File: config.mk
export PLATFORM = sky130hd
export DESIGN_NAME = cmd_fillrect
export DESIGN_NICKNAME = d
export VERILOG_FILES = /design/src/panel_pkg.sv /design/src/fillarea_walker.sv /design/src/cmd_fillrect.sv
export SDC_FILE = /design/constraint.sdc
export NUM_CORES = 1
export LEC_CHECK = 0
export BUFFER_PORTS_ARGS = -buffer_cell sky130_fd_sc_hd__buf_2
export CORE_MARGIN = 1.5
export CORE_UTILIZATION = 63
export CTS_BUF_LIST = sky130_fd_sc_hd__clkbuf_8
export DETAILED_ROUTE_END_ITERATION = 7
export PLACE_DENSITY = 0.82
export SLEW_MARGIN = 20
export SYNTH_ARGS = -nofsm -noshare
export SYNTH_HDL_FRONTEND = slang
export SYNTH_SLANG_ARGS = --single-unit
File: constraint.sdc
create_clock -name clk -period 3.9 [get_ports clk]
set_clock_uncertainty 0.15 [all_clocks]
set_input_delay 0.585 -clock clk [delete_from_list [all_inputs] [get_ports clk]]
set_output_delay 0.585 -clock clk [all_outputs]
set_load 0.005 [all_outputs]
File: src/panel_pkg.sv
/* Panel geometry, pixel format and the address and field widths derived from them */
`default_nettype none

package panel_pkg;

    // ********************
    // Panel geometry
    localparam int num_rows    = 32;
    localparam int num_columns = 64;
    localparam int row_bits    = $clog2(num_rows);
    localparam int column_bits = $clog2(num_columns);

    // Column values travel as whole bytes, most significant byte first
    localparam int column_bytes = (column_bits + 8 - 1) / 8;
    localparam int column_byte_count_bits = (column_bytes > 1) ? $clog2(column_bytes) : 1;

    // Captured field widths, wide enough to see a rectangle run off the panel
    localparam int column_field_bits = column_bytes * 8;
    localparam int row_field_bits    = 8;

    // ********************
    // Pixel format
    localparam int bytes_per_pixel   = 3;
    localparam int pixel_select_bits = $clog2(bytes_per_pixel);
    // Red sits in the top byte and goes out with the highest pixel select
    localparam int color_bits        = bytes_per_pixel * 8;

    // x1, y1, width, height, then the colour
    localparam int cmd_arg_bytes = 2 * column_bytes + 2 + bytes_per_pixel;

    // ********************
    // Frame memory
    localparam int ram_depth     = num_rows * num_columns * bytes_per_pixel;
    localparam int ram_addr_bits = row_bits + column_bits + pixel_select_bits;

endpackage

`default_nettype wire

File: src/fillarea_walker.sv
/* Rectangle walker: clips the area at the panel edge and writes one pixel byte per cycle */
`default_nettype none

module fillarea_walker import panel_pkg::*; (
    input  wire                          clk,
    input  wire                          reset,
    input  wire                          start,
    input  wire  [column_field_bits-1:0] x1,
    input  wire  [row_field_bits-1:0]    y1,
    input  wire  [column_field_bits-1:0] width,
    input  wire  [row_field_bits-1:0]    height,
    input  wire  [color_bits-1:0]        color,
    output logic [row_bits-1:0]          row,
    output logic [column_bits-1:0]       column,
    output logic [pixel_select_bits-1:0] pixel,
    output logic [7:0]                   data_out,
    output logic                         ram_write_enable,
    output logic                         walk_done
);

    logic [column_field_bits:0] column_sum;
    logic [row_field_bits:0]    row_sum;
    logic [column_field_bits:0] column_limit;
    logic [row_field_bits:0]    row_limit;
    logic                       area_empty;
    logic [column_bits:0]       column_stop;
    logic [row_bits:0]          row_stop;
    logic [column_bits-1:0]     column_first;
    logic [color_bits-1:0]      color_q;
    logic [column_bits:0]       column_next;
    logic [row_bits:0]          row_next;

    // Exclusive end of the area, clipped to the panel
    always_comb begin
        column_sum = {1'b0, x1} + {1'b0, width};
        row_sum    = {1'b0, y1} + {1'b0, height};
        column_limit = (column_sum > num_columns) ?
                       (column_field_bits + 1)'(num_columns) : column_sum;
        row_limit    = (row_sum > num_rows) ? (row_field_bits + 1)'(num_rows) : row_sum;
        // Covers zero width, zero height and a start point off the panel
        area_empty = (column_limit <= {1'b0, x1}) || (row_limit <= {1'b0, y1});
    end

    assign column_next = {1'b0, column} + 1'b1;
    assign row_next    = {1'b0, row} + 1'b1;
    assign data_out    = color_q[pixel*8 +: 8];

    always_ff @(posedge clk) begin
        if (start) begin
            column_stop  <= column_limit[column_bits:0];
            row_stop     <= row_limit[row_bits:0];
            column_first <= x1[column_bits-1:0];
            color_q      <= color;
        end
    end

    // ********************
    // Row, column and byte counters
    always_ff @(posedge clk) begin
        if (reset) begin
            row              <= '0;
            column           <= '0;
            pixel            <= '0;
            ram_write_enable <= 1'b0;
            walk_done        <= 1'b0;
        end else begin
            walk_done <= 1'b0;
            if (start) begin
                row              <= y1[row_bits-1:0];
                column           <= x1[column_bits-1:0];
                pixel            <= (pixel_select_bits)'(bytes_per_pixel - 1);
                ram_write_enable <= !area_empty;
                walk_done        <= area_empty;
            end else if (ram_write_enable) begin
                if (pixel != '0) begin
                    pixel <= pixel - 1'b1;
                end else begin
                    pixel <= (pixel_select_bits)'(bytes_per_pixel - 1);
                    if (column_next < column_stop) begin
                        column <= column_next[column_bits-1:0];
                    end else if (row_next < row_stop) begin
                        row    <= row_next[row_bits-1:0];
                        column <= column_first;
                    end else begin
                        ram_write_enable <= 1'b0;
                        walk_done        <= 1'b1;
                    end
                end
            end
        end
    end

    // Every write lies inside the area clipped to the panel
    assert property (@(posedge clk) disable iff (reset)
        ram_write_enable |-> ({1'b0, column} < column_stop) && ({1'b0, row} < row_stop));

    // The command block waits for walk_done before it can start again
    assert property (@(posedge clk) disable iff (reset)
        start |-> !ram_write_enable);

endmodule

`default_nettype wire

File: src/cmd_fillrect.sv
/* Fill-rectangle command block: captures the argument bytes, runs the area walker,
   then signals done */
`default_nettype none

module cmd_fillrect import panel_pkg::*; (
    input  wire                          clk,
    input  wire                          reset,
    input  wire  [7:0]                   data_in,
    input  wire                          enable,
    output logic                         ready_for_data,
    output logic                         done,
    output logic [row_bits-1:0]          row,
    output logic [column_bits-1:0]       column,
    output logic [pixel_select_bits-1:0] pixel,
    output logic [7:0]                   data_out,
    output logic                         ram_write_enable
);

    typedef enum logic [2:0] {
        state_x1_capture,
        state_y1_capture,
        state_width_capture,
        state_height_capture,
        state_color_capture,
        state_start,
        state_running,
        state_done
    } cmd_state_t;

    cmd_state_t state;

    logic [column_field_bits-1:0]      x1;
    logic [column_field_bits-1:0]      width;
    logic [row_field_bits-1:0]         y1;
    logic [row_field_bits-1:0]         height;
    logic [color_bits-1:0]             color;
    logic [column_byte_count_bits-1:0] x1_byte_count;
    logic [column_byte_count_bits-1:0] width_byte_count;
    logic [pixel_select_bits-1:0]      color_bytes_left;
    logic                              start;
    logic                              walk_done;
    logic                              accept;

    assign accept = enable && ready_for_data;

    // ********************
    // Argument capture and command sequencing
    always_ff @(posedge clk) begin
        if (reset) begin
            state            <= state_x1_capture;
            ready_for_data   <= 1'b1;
            start            <= 1'b0;
            done             <= 1'b0;
            x1_byte_count    <= (column_byte_count_bits)'(column_bytes - 1);
            width_byte_count <= (column_byte_count_bits)'(column_bytes - 1);
            color_bytes_left <= (pixel_select_bits)'(bytes_per_pixel - 1);
        end else begin
            start <= 1'b0;
            done  <= 1'b0;
            case (state)
                state_x1_capture: begin
                    if (accept) begin
                        x1[x1_byte_count*8 +: 8] <= data_in;
                        if (x1_byte_count == '0) begin
                            state <= state_y1_capture;
                        end else begin
                            x1_byte_count <= x1_byte_count - 1'b1;
                        end
                    end
                end
                state_y1_capture: begin
                    if (accept) begin
                        y1    <= data_in;
                        state <= state_width_capture;
                    end
                end
                state_width_capture: begin
                    if (accept) begin
                        width[width_byte_count*8 +: 8] <= data_in;
                        if (width_byte_count == '0) begin
                            state <= state_height_capture;
                        end else begin
                            width_byte_count <= width_byte_count - 1'b1;
                        end
                    end
                end
                state_height_capture: begin
                    if (accept) begin
                        height <= data_in;
                        state  <= state_color_capture;
                    end
                end
                state_color_capture: begin
                    if (accept) begin
                        color[color_bytes_left*8 +: 8] <= data_in;
                        if (color_bytes_left == '0) begin
                            ready_for_data <= 1'b0;
                            state          <= state_start;
                        end else begin
                            color_bytes_left <= color_bytes_left - 1'b1;
                        end
                    end
                end
                state_start: begin
                    start <= 1'b1;
                    state <= state_running;
                end
                state_running: begin
                    if (walk_done) begin
                        done  <= 1'b1;
                        state <= state_done;
                    end
                end
                state_done: begin
                    // Back to capture, counters ready for the next command
                    ready_for_data   <= 1'b1;
                    x1_byte_count    <= (column_byte_count_bits)'(column_bytes - 1);
                    width_byte_count <= (column_byte_count_bits)'(column_bytes - 1);
                    color_bytes_left <= (pixel_select_bits)'(bytes_per_pixel - 1);
                    state            <= state_x1_capture;
                end
                default: state <= state_x1_capture;
            endcase
        end
    end

    fillarea_walker walker_i (
        .clk              (clk),
        .reset            (reset),
        .start            (start),
        .x1               (x1),
        .y1               (y1),
        .width            (width),
        .height           (height),
        .color            (color),
        .row              (row),
        .column           (column),
        .pixel            (pixel),
        .data_out         (data_out),
        .ram_write_enable (ram_write_enable),
        .walk_done        (walk_done)
    );

    // No back-pressure, so the host must hold off while a command runs
    assert property (@(posedge clk) disable iff (reset)
        !ready_for_data |-> !enable);

endmodule

`default_nettype wire

==> impl_summary.md <==
Outcome
The flow ran to the end, and the final reports show no timing, DRC or antenna violations.

Cells and area
The final net count is 672. The commonest non-fill, non-tap cell in the layout is edfxtp_1. The final cell utilization of the core is 0.744.

In the final layout, the share of cells above drive strength 1 is 0.204. The number of antenna diodes in the final layout is 0. In the layout the commonest cells are edfxtp_1, ha_1, inv_1. With fillers left out, the area of the finished cells amounts to 7280 sq um. The layout overhead on the synthesized area is 14.4%. Once layout is complete, the cells apart from fillers number between 700 and 800.

Drt
The via count is around 4500. The number of violations reported at the end of detailed-routing iteration 0 is 265. After detailed routing, the number of remaining DRC violations is 0. The via density per instance is between 5 and 6. Once detail routing completed, the nets flagged for antenna violations numbered 0.

The first detailed-routing pass ran for 5 iterations. After detailed routing, the average wire length per cell comes to around 18 microns. Wires add up to 13.2 mm.

Clock network
The number of clock buffers added by TritonCTS is 17. The clock drives ~120 sinks. TritonCTS built the clock tree. After clock tree synthesis, the clock-pin slew on the worst setup and hold paths is 0.08 ns. The buffer cell driving the clock tree root is clkbuf_8. The cts-stage hold buffer count is 0. The latest clock arrival within the worst-skew pair is 0.43 ns.

The maximum number of buffers from clock root to sink is 2. The number of levels in the clock H-tree is 4.

Die
The die covers 10700 sq um. In this run the count of I/O pins placed on the die edge is 35. The site row count is 36. Measured along the y axis, the die boundary spans ~100 microns.

The horizontal die dimension is 103 microns. The core region area is 9770 sq um. The effective utilization at floorplan is 0.651.

STA
The setup violation total in the final timing report is 0. Setup repair after global routing could not meet its margin everywhere. The clock period could shrink to just under 4 ns. Of the available clock period, the critical path in the final layout requires 0.996. The worst hold slack after final layout is 0.273 ns.

The count of endpoints failing hold in the final timing report came to 0. The max-slew headroom at the worst pin is 0.365. The final max-slew violation count came to 0. For this run, the top clock speed supported by timing is around 260 MHz.

For the pin with the worst max-slew slack, the measured transition is 0.950 ns.

Power
The cell area power density is 427 nW/um^2. The clock power share is 0.365. IR analysis of the VDD net gives a maximum drop of 0.278 mV.

Of the total power, combinational logic draws 0.155. The share of total power dissipated in sequential elements is 0.480. Of the total power, the share spent switching nets is 0.282. The net load switching power is 0.877 mW. The static leakage is 2.86 nW. The internal power is 2.23 mW.

GRT
The pin count of the biggest net entering global routing is 31. The first global-routing pass estimated just over 20 mm of wire. The initial antenna violation count is 0. For this run, the total global-route usage over all layers was measured as 0.256. The total congestion overflow is 0.

The number of global-route vias before repair came to 4188.

Yosys
In this run, synthesis produced a sequential element count of 122. The proportion of synthesized flip-flops having asynchronous set or reset is 0. By area the synthesized netlist is led by edfxtp_1, ha_1, dfxtp_1. After technology mapping, the gate count stands at 547. The cell area after synthesis is 6360 sq um. The top cell type by total area after synthesis is edfxtp_1. The most used flip-flop cell after synthesis is edfxtp_1. Of the total synthesized cell area, the portion taken by XOR and XNOR cells is 0.0248. The mux cell area share after synthesis is 0.0252. The synthesized-area fraction occupied by adder cells is 0.111. The number of enable-type register cells in the synthesized netlist is 99. The total of warnings raised by yosys is 0. The fraction of synthesized cell area taken by the top area cell type is 0.467. Of the total synthesized cell area, the portion taken by AND, OR, NAND and NOR gates is 0.144.

The dominant combinational cell family by area after synthesis is simple AND/OR/NAND/NOR gates. Synthesis instantiated slightly above 70 different standard cells from the library. The part of the Yosys area used for sequential elements is 0.540. The synthesized area per cell is 11.6 sq um.

The fraction of the mapped netlist area in compound gates is 0.123.

Job
The number of maximum-capacitance constraint violations is 0.

Place
At the end of routability-driven placement, the weighted congestion stood at 0.874. Detailed placement finished with a half-perimeter wire length of a little over 9 mm. The post-detailed-placement cell area is about 6700 sq um. The count of buffers added on input and output ports is 34. The post-placement cell count is roughly 700.

Critical path
Of all nets on the critical path, the largest fanout is 8. The kind of critical path is reg2reg. The type of element capturing the critical path is a register. Data on the critical path is required at its endpoint by 4.03 ns.

The critical path arrival is 4.02 ns. STA classifies the critical path startpoint as a register.

Hold path
The min-delay analysis places its worst path in the category reg2reg.
cell usage after synthesis, drive strengths merged (7+ instances only):
cell type  number
edfxtp         99
ha             53
inv            41
a21oi          36
nor2           36
and2           35
nand2          28
o21ai          26
dfxtp          23
mux2i          16
nor3           11
xnor2          11
nand3           8
o21a            8
clkbuf          7
xor2            7
per-stage QoR:
stage	setup slack, ns	total power, mW	setup TNS, ns
2_1_floorplan	0.343	1.83	0
3_3_place_gp	0.129	1.92	0
3_5_place_dp	-0.0813	1.95	-0.100
4_1_cts	-0.0322	3.07	-0.0322
5_1_grt	-0.174	3.23	-0.307
6_report	0.0151	3.11	0
state kept, by name (all words and copies together), names as in the netlist:
register,cells
walker_i.row_stop,6
walker_i.walk_done,1
state,3
walker_i.column_stop,7
walker_i.ram_write_enable,1
walker_i.column_first,6
walker_i.row,5
height,8
y1,8
x1,8
walker_i.column,6
width,8
walker_i.color_q,24
done,1
color_bytes_left,2
color,24
ready_for_data,1
start,1
walker_i.pixel,2
timing repair:
action / 4_1_cts / 5_1_grt
buffers inserted: 0 / 12
endpoints found under the setup margin: 2 / 2
gates resized for setup: 3 / 24
pin swaps: 0 / 21
layout make-up:
type | count | area [sq um]
Timing Repair Buffer | 49 | 283
Clock inverter | 14 | 164
Clock buffer | 17 | 234
Multi-Input combinational cell | 373 | 2830
Fill cell | 660 | 2500
Tap cell | 133 | 166
Inverter | 43 | 161
Sequential cell | 122 | 3430
metal layers:
metal	routed length, microns	vias up	track usage
met1	5490	2139	0.313
met5	0	-	0
li1	-	2142	-
met2	6700	167	0.440
met3	724	30	0.0605
met4	325	0	0.103
power by group through the flow:
stage	Clock [mW]	Sequential (mW)	Combinational, mW
after CTS	1.14	1.49	0.435
after global placement	0	1.52	0.408
after global routing	1.20	1.50	0.531
final	1.13	1.49	0.483
after detailed placement	0	1.52	0.428
after floorplan	0	1.51	0.322
critical path, stage by stage, from the launching register on:
cell      delay, ns
edfxtp_1       0.41
ha_2           0.22
inv_2          0.05
fa_2           0.44
nor2b_4        0.16
o2111a_1       0.23
nor3_1         0.07
o21ai_2        0.33
a21oi_2        0.13
ha_1           0.33
a21o_1         0.12
a211o_1        0.12
o211ai_1       0.11
a21oi_2        0.26
a21boi_1       0.12
a221oi_2       0.32
a41oi_2        0.16
logic make-up (layout without fill, tap and decap cells):
| kind of cell | count (synthesis) | in the layout |
|---|---|---|
| buffers and inverters | 54 | 123 |
| flip-flops | 122 | 122 |
| XOR/XNOR | 18 | 18 |
| AND/OR/NAND/NOR | 165 | 165 |
| other | 1 | 3 |
| multiplexers | 16 | 16 |
| AO/OA/AOI/OAI | 116 | 116 |
| adder cells (fa/ha/maj) | 55 | 55 |
path summary, 6_finish.rpt:
check | start | endpoint | slack (ns) | cells past startpoint
hold / removal | color[15] | walker_i.color_q[15] | 0.27 | 0
setup / recovery | x1[0] | walker_i.walk_done | 0.02 | 16
hold reg to reg | color[15] | walker_i.color_q[15] | 0.27 | 0
setup reg to reg | x1[0] | walker_i.walk_done | 0.02 | 16
(Power assumes the default switching activity.)
